[src/verilog/mci_defines.svh]
////////////////////
// Width macros for the management controller error block
//   Watchdog counter and period width
//   Firmware error code width
//   Count of external aggregate error sources
////////////////////

`ifndef MCI_DEFINES_SVH
`define MCI_DEFINES_SVH

////////////////////
// Watchdog
////////////////////

// Both timers share one counter width
`define MCI_WDT_CNT_W 16

////////////////////
// Error sources
////////////////////

// Firmware writes a full word as its error code
`define MCI_FW_ERR_W 32

// External aggregate inputs, one per source, fatal and non-fatal alike
`define MCI_AGG_ERR_W 8

`endif

[src/verilog/mci_pkg.sv]
////////////////////
// Shared types for the management controller error block
//   Vector typedefs for counts, codes and aggregate sources
//   Watchdog configuration, control and status structs
//   Hardware error vectors, fatal and non-fatal
////////////////////

`include "mci_defines.svh"

`default_nettype none

package mci_pkg;

  // Plain vectors with a meaning of their own
  typedef logic [`MCI_WDT_CNT_W-1:0] wdt_cnt_t;
  typedef logic [`MCI_FW_ERR_W-1:0]  fw_err_t;
  typedef logic [`MCI_AGG_ERR_W-1:0] agg_err_t;

  ////////////////////
  // Watchdog
  ////////////////////

  // t2_en high selects independent mode, low selects cascade
  typedef struct packed {
    logic     t1_en;
    logic     t2_en;
    wdt_cnt_t t1_period;
    wdt_cnt_t t2_period;
  } wdt_cfg_t;

  // One-cycle strobes
  typedef struct packed {
    logic t1_restart;
    logic t2_restart;
    logic t1_service;
    logic t2_service;
  } wdt_ctrl_t;

  typedef struct packed {
    logic t1_timeout;
    logic t2_timeout;
  } wdt_status_t;

  ////////////////////
  // Hardware errors
  ////////////////////

  // Same layout for the sticky bits, their masks and their clears
  typedef struct packed {
    logic nmi;
    logic sram_ecc_unc;
    logic dmi_axi_collision;
  } hw_err_fatal_t;

  typedef struct packed {
    logic mbox0_ecc_unc;
    logic mbox1_ecc_unc;
  } hw_err_non_fatal_t;

endpackage

`default_nettype wire

[src/verilog/mci_wdt.sv]
////////////////////
// Two-timer watchdog
//   Cascade mode: timer 2 runs only while timer 1 has expired
//   Independent mode: both timers run on their own
//   Restart (pet) and service strobes per timer
////////////////////

`timescale 1ns/1ps
`default_nettype none

module mci_wdt
  import mci_pkg::*;
(
  input  wire logic        clk_i,
  input  wire logic        rst_i,
  input  wire wdt_cfg_t    cfg_i,
  input  wire wdt_ctrl_t   ctrl_i,
  output wdt_status_t      status_o
);

  // Index 0 is timer 1, index 1 is timer 2
  localparam int NumTimers = 2;

  wdt_cnt_t               cnt_q [NumTimers];
  wdt_cnt_t               period [NumTimers];
  logic [NumTimers-1:0]   timeout_q;
  logic [NumTimers-1:0]   restart;
  logic [NumTimers-1:0]   service;
  logic [NumTimers-1:0]   active;
  logic [NumTimers-1:0]   expire;
  logic                   t2_run;

  ////////////////////
  // Per-timer controls
  ////////////////////

  always_comb begin
    restart   = {ctrl_i.t2_restart, ctrl_i.t1_restart};
    service   = {ctrl_i.t2_service, ctrl_i.t1_service};
    period[0] = cfg_i.t1_period;
    period[1] = cfg_i.t2_period;
  end

  // Mode select for timer 2
  // In cascade mode the pending timer 1 timeout is its enable
  assign t2_run = cfg_i.t2_en ? 1'b1 : timeout_q[0];

  // A timer stops counting once its timeout is pending
  always_comb begin
    active[0] = cfg_i.t1_en & ~timeout_q[0];
    active[1] = t2_run & ~timeout_q[1];
  end

  // Count reached the period while running
  always_comb begin
    for (int i = 0; i < NumTimers; i++) begin
      expire[i] = active[i] & (cnt_q[i] == period[i]);
    end
  end

  ////////////////////
  // Counters and flags
  ////////////////////

  always_ff @(posedge clk_i) begin
    if (rst_i) begin
      for (int i = 0; i < NumTimers; i++) begin
        cnt_q[i] <= '0;
      end
      timeout_q <= '0;
    end else begin
      for (int i = 0; i < NumTimers; i++) begin
        // Pet or service both restart the count
        if (restart[i] | service[i]) begin
          cnt_q[i] <= '0;
        end else if (active[i]) begin
          cnt_q[i] <= cnt_q[i] + 1'b1;
        end

        // Service has priority over a new expiry
        if (service[i]) begin
          timeout_q[i] <= 1'b0;
        end else if (expire[i]) begin
          timeout_q[i] <= 1'b1;
        end
      end
    end
  end

  ////////////////////
  // Status
  ////////////////////

  always_comb begin
    status_o.t1_timeout = timeout_q[0];
    status_o.t2_timeout = timeout_q[1];
  end

endmodule

`default_nettype wire

[src/verilog/mci_error_regs.sv]
////////////////////
// Sticky error registers
//   Fatal and non-fatal hardware error bits with W1C clears
//   NMI bit raised by a timer 2 timeout
//   Firmware fatal and non-fatal error codes
////////////////////

`timescale 1ns/1ps
`default_nettype none

module mci_error_regs
  import mci_pkg::*;
(
  input  wire logic              clk_i,
  input  wire logic              rst_i,
  // Hardware error pulses
  input  wire hw_err_fatal_t     hw_fatal_i,
  input  wire hw_err_non_fatal_t hw_non_fatal_i,
  input  wire wdt_status_t       wdt_status_i,
  // Write-one-to-clear strobes
  input  wire hw_err_fatal_t     fatal_clr_i,
  input  wire hw_err_non_fatal_t non_fatal_clr_i,
  // Firmware error writes
  input  wire logic              fw_fatal_wr_i,
  input  wire fw_err_t           fw_fatal_code_i,
  input  wire logic              fw_non_fatal_wr_i,
  input  wire fw_err_t           fw_non_fatal_code_i,
  output hw_err_fatal_t          fatal_o,
  output hw_err_non_fatal_t      non_fatal_o,
  output fw_err_t                fw_fatal_o,
  output fw_err_t                fw_non_fatal_o
);

  hw_err_fatal_t     fatal_q;
  hw_err_non_fatal_t non_fatal_q;
  hw_err_fatal_t     fatal_set;
  fw_err_t           fw_fatal_q;
  fw_err_t           fw_non_fatal_q;
  logic              t2_timeout_q;
  logic              t2_rise;

  ////////////////////
  // NMI source
  ////////////////////

  // Only the first cycle of a timer 2 timeout counts
  assign t2_rise = wdt_status_i.t2_timeout & ~t2_timeout_q;

  always_comb begin
    fatal_set     = hw_fatal_i;
    fatal_set.nmi = hw_fatal_i.nmi | t2_rise;
  end

  ////////////////////
  // Sticky bits
  ////////////////////

  // Set wins over a clear in the same cycle
  always_ff @(posedge clk_i) begin
    if (rst_i) begin
      t2_timeout_q <= 1'b0;
      fatal_q      <= '0;
      non_fatal_q  <= '0;
    end else begin
      t2_timeout_q <= wdt_status_i.t2_timeout;
      fatal_q      <= (fatal_q & ~fatal_clr_i) | fatal_set;
      non_fatal_q  <= (non_fatal_q & ~non_fatal_clr_i) | hw_non_fatal_i;
    end
  end

  // Firmware codes, a write of zero clears
  always_ff @(posedge clk_i) begin
    if (rst_i) begin
      fw_fatal_q     <= '0;
      fw_non_fatal_q <= '0;
    end else begin
      if (fw_fatal_wr_i) begin
        fw_fatal_q <= fw_fatal_code_i;
      end
      if (fw_non_fatal_wr_i) begin
        fw_non_fatal_q <= fw_non_fatal_code_i;
      end
    end
  end

  assign fatal_o        = fatal_q;
  assign non_fatal_o    = non_fatal_q;
  assign fw_fatal_o     = fw_fatal_q;
  assign fw_non_fatal_o = fw_non_fatal_q;

endmodule

`default_nettype wire

[src/verilog/mci_error_agg.sv]
////////////////////
// Error aggregation
//   Masks hardware, firmware and external aggregate sources
//   Registered all-error-fatal and all-error-non-fatal outputs
////////////////////

`timescale 1ns/1ps
`default_nettype none

module mci_error_agg
  import mci_pkg::*;
(
  input  wire logic              clk_i,
  input  wire logic              rst_i,
  input  wire hw_err_fatal_t     fatal_i,
  input  wire hw_err_non_fatal_t non_fatal_i,
  input  wire fw_err_t           fw_fatal_i,
  input  wire fw_err_t           fw_non_fatal_i,
  input  wire agg_err_t          agg_fatal_i,
  input  wire agg_err_t          agg_non_fatal_i,
  // A mask bit of 1 suppresses its source
  input  wire hw_err_fatal_t     fatal_mask_i,
  input  wire hw_err_non_fatal_t non_fatal_mask_i,
  input  wire fw_err_t           fw_fatal_mask_i,
  input  wire fw_err_t           fw_non_fatal_mask_i,
  input  wire agg_err_t          agg_fatal_mask_i,
  input  wire agg_err_t          agg_non_fatal_mask_i,
  output logic                   all_error_fatal_o,
  output logic                   all_error_non_fatal_o
);

  agg_err_t agg_fatal_q;
  agg_err_t agg_non_fatal_q;
  logic     hw_fatal_hit;
  logic     fw_fatal_hit;
  logic     agg_fatal_hit;
  logic     hw_non_fatal_hit;
  logic     fw_non_fatal_hit;
  logic     agg_non_fatal_hit;

  ////////////////////
  // Masking
  ////////////////////

  always_comb begin
    hw_fatal_hit      = |(fatal_i & ~fatal_mask_i);
    fw_fatal_hit      = |(fw_fatal_i & ~fw_fatal_mask_i);
    agg_fatal_hit     = |(agg_fatal_q & ~agg_fatal_mask_i);
    hw_non_fatal_hit  = |(non_fatal_i & ~non_fatal_mask_i);
    fw_non_fatal_hit  = |(fw_non_fatal_i & ~fw_non_fatal_mask_i);
    agg_non_fatal_hit = |(agg_non_fatal_q & ~agg_non_fatal_mask_i);
  end

  ////////////////////
  // Registers
  ////////////////////

  // External inputs take one register stage before the mask
  always_ff @(posedge clk_i) begin
    if (rst_i) begin
      agg_fatal_q           <= '0;
      agg_non_fatal_q       <= '0;
      all_error_fatal_o     <= 1'b0;
      all_error_non_fatal_o <= 1'b0;
    end else begin
      agg_fatal_q           <= agg_fatal_i;
      agg_non_fatal_q       <= agg_non_fatal_i;
      all_error_fatal_o     <= hw_fatal_hit | fw_fatal_hit | agg_fatal_hit;
      all_error_non_fatal_o <= hw_non_fatal_hit | fw_non_fatal_hit | agg_non_fatal_hit;
    end
  end

endmodule

`default_nettype wire

[src/verilog/mci_top.sv]
////////////////////
// Management controller error and watchdog top
//   Watchdog, sticky error registers, aggregation
////////////////////

`timescale 1ns/1ps
`default_nettype none

module mci_top
  import mci_pkg::*;
(
  input  wire logic              clk_i,
  input  wire logic              rst_i,
  // Watchdog
  input  wire wdt_cfg_t          wdt_cfg_i,
  input  wire wdt_ctrl_t         wdt_ctrl_i,
  output wdt_status_t            wdt_status_o,
  // Hardware error pulses
  input  wire logic              sram_ecc_unc_i,
  input  wire logic              dmi_axi_collision_i,
  input  wire logic              mbox0_ecc_unc_i,
  input  wire logic              mbox1_ecc_unc_i,
  input  wire hw_err_fatal_t     fatal_clr_i,
  input  wire hw_err_non_fatal_t non_fatal_clr_i,
  // Firmware errors
  input  wire logic              fw_fatal_wr_i,
  input  wire fw_err_t           fw_fatal_code_i,
  input  wire logic              fw_non_fatal_wr_i,
  input  wire fw_err_t           fw_non_fatal_code_i,
  // External aggregate sources and masks
  input  wire agg_err_t          agg_fatal_i,
  input  wire agg_err_t          agg_non_fatal_i,
  input  wire hw_err_fatal_t     fatal_mask_i,
  input  wire hw_err_non_fatal_t non_fatal_mask_i,
  input  wire fw_err_t           fw_fatal_mask_i,
  input  wire fw_err_t           fw_non_fatal_mask_i,
  input  wire agg_err_t          agg_fatal_mask_i,
  input  wire agg_err_t          agg_non_fatal_mask_i,
  output hw_err_fatal_t          hw_err_fatal_o,
  output hw_err_non_fatal_t      hw_err_non_fatal_o,
  output logic                   all_error_fatal_o,
  output logic                   all_error_non_fatal_o
);

  hw_err_fatal_t     hw_fatal;
  hw_err_non_fatal_t hw_non_fatal;
  fw_err_t           fw_fatal;
  fw_err_t           fw_non_fatal;

  // NMI comes only from the watchdog
  assign hw_fatal     = '{nmi: 1'b0, sram_ecc_unc: sram_ecc_unc_i,
                          dmi_axi_collision: dmi_axi_collision_i};
  assign hw_non_fatal = '{mbox0_ecc_unc: mbox0_ecc_unc_i, mbox1_ecc_unc: mbox1_ecc_unc_i};

  mci_wdt u_wdt (
    .clk_i    (clk_i),
    .rst_i    (rst_i),
    .cfg_i    (wdt_cfg_i),
    .ctrl_i   (wdt_ctrl_i),
    .status_o (wdt_status_o)
  );

  mci_error_regs u_error_regs (
    .clk_i               (clk_i),
    .rst_i               (rst_i),
    .hw_fatal_i          (hw_fatal),
    .hw_non_fatal_i      (hw_non_fatal),
    .wdt_status_i        (wdt_status_o),
    .fatal_clr_i         (fatal_clr_i),
    .non_fatal_clr_i     (non_fatal_clr_i),
    .fw_fatal_wr_i       (fw_fatal_wr_i),
    .fw_fatal_code_i     (fw_fatal_code_i),
    .fw_non_fatal_wr_i   (fw_non_fatal_wr_i),
    .fw_non_fatal_code_i (fw_non_fatal_code_i),
    .fatal_o             (hw_err_fatal_o),
    .non_fatal_o         (hw_err_non_fatal_o),
    .fw_fatal_o          (fw_fatal),
    .fw_non_fatal_o      (fw_non_fatal)
  );

  mci_error_agg u_error_agg (
    .clk_i                 (clk_i),
    .rst_i                 (rst_i),
    .fatal_i               (hw_err_fatal_o),
    .non_fatal_i           (hw_err_non_fatal_o),
    .fw_fatal_i            (fw_fatal),
    .fw_non_fatal_i        (fw_non_fatal),
    .agg_fatal_i           (agg_fatal_i),
    .agg_non_fatal_i       (agg_non_fatal_i),
    .fatal_mask_i          (fatal_mask_i),
    .non_fatal_mask_i      (non_fatal_mask_i),
    .fw_fatal_mask_i       (fw_fatal_mask_i),
    .fw_non_fatal_mask_i   (fw_non_fatal_mask_i),
    .agg_fatal_mask_i      (agg_fatal_mask_i),
    .agg_non_fatal_mask_i  (agg_non_fatal_mask_i),
    .all_error_fatal_o     (all_error_fatal_o),
    .all_error_non_fatal_o (all_error_non_fatal_o)
  );

endmodule

`default_nettype wire

[config.mk]
export PLATFORM = sky130hd
export DESIGN_NAME = mci_top
export DESIGN_NICKNAME = d
export VERILOG_FILES = /design/src/verilog/mci_pkg.sv /design/src/verilog/mci_wdt.sv /design/src/verilog/mci_error_regs.sv /design/src/verilog/mci_error_agg.sv /design/src/verilog/mci_top.sv
export VERILOG_INCLUDE_DIRS = /design/src /design/src/verilog
export SDC_FILE = /design/constraint.sdc
export NUM_CORES = 1
export LEC_CHECK = 0
export BUFFER_PORTS_ARGS = -buffer_cell sky130_fd_sc_hd__buf_2
export CAP_MARGIN = 0
export CORE_MARGIN = 2
export CORE_UTILIZATION = 53
export CTS_CLUSTER_SIZE = 14
export DETAILED_ROUTE_END_ITERATION = 7
export PLACE_DENSITY = 0.86
export SLEW_MARGIN = 20
export SYNTH_ARGS = -nofsm -noshare
export SYNTH_HDL_FRONTEND = slang
export SYNTH_SLANG_ARGS = --single-unit
[constraint.sdc]
create_clock -name clk_i -period 4 [get_ports clk_i]
set_input_delay 0.2 -clock clk_i [delete_from_list [all_inputs] [get_ports clk_i]]
set_output_delay 0.2 -clock clk_i [all_outputs]
set_load 0.02 [all_outputs]
* Word-level counts from Yosys, hierarchy flattened *
Memories as Yosys holds them, arrays and structs flattened.
Index checks and enable logic that the tools add are counted.

cells by class
  bitwise logic cells = 36
  reduce and logical (&&, ||, !) cells = 8
  multiplexer cells = 21
  eq/ne operators = 2
  add/sub/neg operators = 2

operators by type and width
  cell                                            count
  AND 32 bit                                      2
  two-way mux 16 bit                              4
  inverter 32 bit                                 2
  OR reduction 32 bit                             2
  adder 16 x 1 -> 16 bit (second input constant)  2
  == test 16 bit                                  2
  two-way mux 1 bit                               17
  AND 8 bit                                       2
  inverter 8 bit                                  2
  OR reduction 8 bit                              2
  bitwise OR 1 bit                                10
  AND 3 bit                                       2
  inverter 3 bit                                  2
  OR reduction 2 bit                              3
  AND 1 bit                                       5
  AND 2 bit                                       2
  inverter 2 bit                                  2
  inverter 1 bit                                  3
  bitwise OR 3 bit                                1
  OR reduction 3 bit                              1
  bitwise OR 2 bit                                1

word-level totals
  memories kept = 1
  memory bits (writable) = 32
  word-level logic and storage cells = 84
  flip-flop bits (word level) = 90

memories
  memory       depth  width  rd ports  clocked after memory_dff  write ports  RTL line       source
  u_wdt.cnt_q  2      16     2         0                         2            mci_wdt.sv:24  wdt_cnt_t cnt_q [NumTimers];

* Depth between registers and ports, before layout *
  depth in word-level cells = 7
  mapped depth = 5
  mapped depth without buffers = 5

* Modules after synthesis *
From an unflattened synthesis, not the netlist that was laid out.

second synthesis, totals
  cell total of the unflattened synthesis = 605
  area total of the unflattened synthesis = 5876.9 µm²

modules (own cells, without submodules)
  module          instances  area each (µm²)  cells an instance  sequential area each (µm²)
  mci_error_regs  1          2547.4           231                1401.3
  mci_wdt         1          2162.1           216                1001.0
  mci_error_agg   1          1163.6           157                360.3
  mci_top         1          3.8              1                  0.0

* Least setup slack after synthesis *
OpenSTA, ideal clock, no wires.

  kind = register -> register
  from = reg u_wdt.timeout_q[0]
  to = mem u_wdt.cnt_q[1][0] in the netlist's numbering (enable)
  period minus slack after synthesis = 1.771 ns
  slack = 2.229 ns
  data arrival time = 1.379 ns
  stages on the path, launching flop included = 3
  buffers on the path = 0
  path through = dfxtp_1 nor2_1 o21bai_1

RTL lines
  element                            RTL line       source
  from (decl)                        mci_wdt.sv:26  logic [NumTimers-1:0] timeout_q;
  from (signal assigned)             mci_wdt.sv:70  timeout_q <= '0;
  from (signal, indexed assignment)  mci_wdt.sv:82  timeout_q[i] <= 1'b0;
  from (signal, indexed assignment)  mci_wdt.sv:84  timeout_q[i] <= 1'b1;
  to (decl)                          mci_wdt.sv:24

==> key figures <==
Yosys
  – Largest family of logic cells by synthesized area: simple AND/OR/NAND/NOR gates
  – Most area-consuming cells after synthesis: dfxtp_1, edfxtp_1, mux2i_1
  – Fraction of the mapped netlist area in adder cells: 0.4367%
  – Synthesized instance count: 596
  – Post-synth top area share: 31.44%
  – Post-synthesis compound-gate area fraction: 6.135%
  – Syn Nets: 814
  – Cell Area, Synth: 5730 um^2
  – XOR/XNOR Fraction of Synth Area: 7.948%
  – Yosys top cell by area: dfxtp_1
  – Mean Syn Cell Area: 9.615 um^2
  – Sequential share of the synthesized area: 48.21%
  – Post-synthesis async set-or-reset flop share: 0%
  – Synthesis-stage register bit count: 122
  – Yosys Warn Count: 0
  – Post-synthesis mux area share: 11.18%
  – Number of synthesized flops with an enable pin: 32
  – Synth Area in Simple Gates: 21.05%
  – Unique masters post-synth: 39
  – Top FF cell, synth: dfxtp_1

Setup path
  – Critical path arrival: 2.41 ns
  – FF-to-FF Start: u_wdt.cnt_q[1][12]
  – Worst Path Required: 4.46 ns
  – Worst setup SP type: register
  – Critical Path End Type: register
  – Worst r2r dst: u_wdt.timeout_q[1]
  – Slowest cell on the critical path: dlygate4sd3_1
  – Critical path fanouts, max: 6
  – Reg2Reg Depth: 5
  – R2r setup slk: 2.05 ns
  – Critical path cell sequence: xor2_1, nor4_1, nand4_1, o21ai_0, dlygate4sd3_1
  – Slowest stage delay, CP: 0.55 ns
  – Setup CP Type: register to register

Min path
  – Hold path startpoint: wdt_ctrl_i[1]
  – Hold path endpoint: u_wdt.timeout_q[0]
  – Worst Hold Class: input pin to register
  – Depth of the worst hold-timing path: 4

Power
  – Worst VDD drop: 0.2706 mV
  – Power per standard cell area: 390.3 nW/um^2
  – LEAKAGE: 3.854 nW

Clocking
  – Root buffer cell: clkbuf_8
  – CTS sink cnt: 122
  – H-tree depth: 4
  – Longest Clk Path Bufs: 2
  – Post-CTS Hold Buffers: 91
  – Clk_lat worst skew: 0.51 ns
  – Total CTS buffers: 17
  – Clk pin slew, worst setup/hold paths: 0.06 ns
  – Post-CTS resize count: 0
  – Clock tree from TritonCTS: built
  – Post-CTS Setup Inserts: 0

Placed design
  – Placed insts: 934
  – Port-buffer cells: 224
  – Placer Congestion: 0.8927
  – Post-DP HPWL: 10970 um

Timing
  – Slew Viols, Final: 0
  – Rel. slew slack: 35.45%
  – Slew at the pin closest to its max-slew limit: 0.9683 ns
  – RSZ-0062 raised after global routing: false
  – Setup TNS: 0 ns
  – Fmax: 513.1 MHz
  – Final period utilization: 48.73%
  – Endpoints failing setup: 0
  – Clock skew: 0.006642 ns
  – Final hold viol count: 0
  – Min Tclk post-route: 1.949 ns

Die
  – I/O pin cnt: 225
  – Initial cell density of the core: 55.02%
  – Die span in y: 108.0 um
  – Die span in x: 108.0 um
  – Die area: 11660 um^2
  – Core box area: 10420 um^2
  – Row cnt: 37

Final layout
  – Most common cell after layout, fill and taps aside: buf_2
  – Layout cell share with drive strength beyond 1: 28.01%
  – Multi-input gate area: 2679 um^2
  – Finished Layout Cells: 1058
  – Final Net Count: 1126
  – Final Core Density: 80.97%
  – Most frequent cells in the layout: buf_2, nor2_1, dlygate4sd3_1
  – Fill cells: 552
  – Layout area overhead: 47.18%
  – Sequential cell area: 2763 um^2

Drt
  – Sum of routed wire length over all layers: 18620 um
  – Vias after detailed routing: 5769
  – Detail Route Antenna Nets: 0
  – DR WL/cell: 17.59 um
  – DR DRC count: 0
  – Vias/cell: 5.453
  – Iter 0 DRT Violations: 453
  – Drt first pass iters: 5

GRT
  – GRT overflow: 0
  – First-pass GRT wire length: 28880 um
  – Initial antenna violation count: 0
  – Vias in the first global route: 6097
  – Aggregate global-route resource usage: 32.23%
  – Largest net degree at the start of global routing: 91

Status
  – Status: complete, no violations

Run
  – Max-Cap Viols: 0
-- cell families after synthesis --
| kind of cell | Yosys count |
|---|---|
| and+or+nand+nor | 231 |
| DFF | 122 |
| buffers and inverters | 72 |
| muxes | 64 |
| AOI/OAI and AO/OA | 53 |
| xor gates and xnor gates | 52 |
| adders and majority gates | 2 |
-- critical path, delay by kind of cell (launching register included) --
kind	cells	cell delay, ns
flip-flops	1	0.49
AO/OA/AOI/OAI	1	0.14
buffers and inverters	1	0.55
XOR/XNOR	1	0.22
AND/OR/NAND/NOR	2	0.50
-- cell type report --
cell class,instances,area share (%)
inverter,48,2.136
tap,136,2.018
clock buffer,20,5.296
timing repair buffer,317,24.27
clock inverter,12,1.736
antenna,1,0.02967
multi-input combinational,402,31.76
sequential,122,32.75
-- through the flow --
stage | hold WS [ns] | cell area (um^2) | power (mW) | setup slack, ns
floorplan | 0.3174 | 5731 | 1.547 | 2.229
global placement | 0.4085 | 6928 | 1.690 | 2.256
global route | 0.03671 | 8432 | 3.394 | 1.977
detailed placement | 0.4160 | 6928 | 1.702 | 2.201
CTS | 0.01271 | 8432 | 3.280 | 2.036
finish | 0.02962 | 8434 | 3.292 | 2.051
-- state kept, by name, indices dropped and copies added (netlist names) --
register / flops
u_error_regs.fw_fatal_o: 32
u_error_regs.fw_non_fatal_o: 32
u_wdt.cnt_q: 32
u_error_agg.agg_fatal_q: 8
u_error_agg.agg_non_fatal_q: 8
u_error_regs.fatal_o: 3
u_error_regs.non_fatal_o: 2
u_wdt.timeout_q: 2
u_error_agg.all_error_fatal_o: 1
u_error_agg.all_error_non_fatal_o: 1
u_error_regs.t2_timeout_q: 1
-- synth_stat cells, types with 12 or more instances --
library cell,n
dfxtp_1,90
mux2i_1,64
inv_1,48
nor4_1,15
edfxtp_1,32
nand3_1,13
clkbuf_1,12
nor2_1,93
xnor2_1,12
nor2b_1,19
o22ai_1,14
xor2_1,40
nand2b_1,45
o2111ai_1,14
-- layer usage --
metal	track usage [%]	part of all wire, %
met5	0	0
met4	23.17	5.8
met3	8.861	7.4
met2	55.71	51
met1	33.64	36
-- report_power, final --
group | internal [mW] | switching (mW)
Clock | 0.979 | 0.537
Combinational | 0.228 | 0.182
Sequential | 1.33 | 0.0419
-- how the worst max path moves through the flow --
stage / start / end / cells after the start
final: u_wdt.cnt_q[1][12] / u_wdt.timeout_q[1] / 5
after global routing: u_wdt.cnt_q[1][12] / u_wdt.timeout_q[1] / 5
after CTS: u_wdt.cnt_q[1][12] / u_wdt.timeout_q[1] / 5
after detailed placement: rst_i / u_wdt.cnt_q[0][11] / 5
after global placement: rst_i / u_wdt.cnt_q[0][11] / 5
after floorplan: u_wdt.timeout_q[0] / u_wdt.cnt_q[1][0] / 2
No activity file was read; power rests on OpenSTA's default activity.
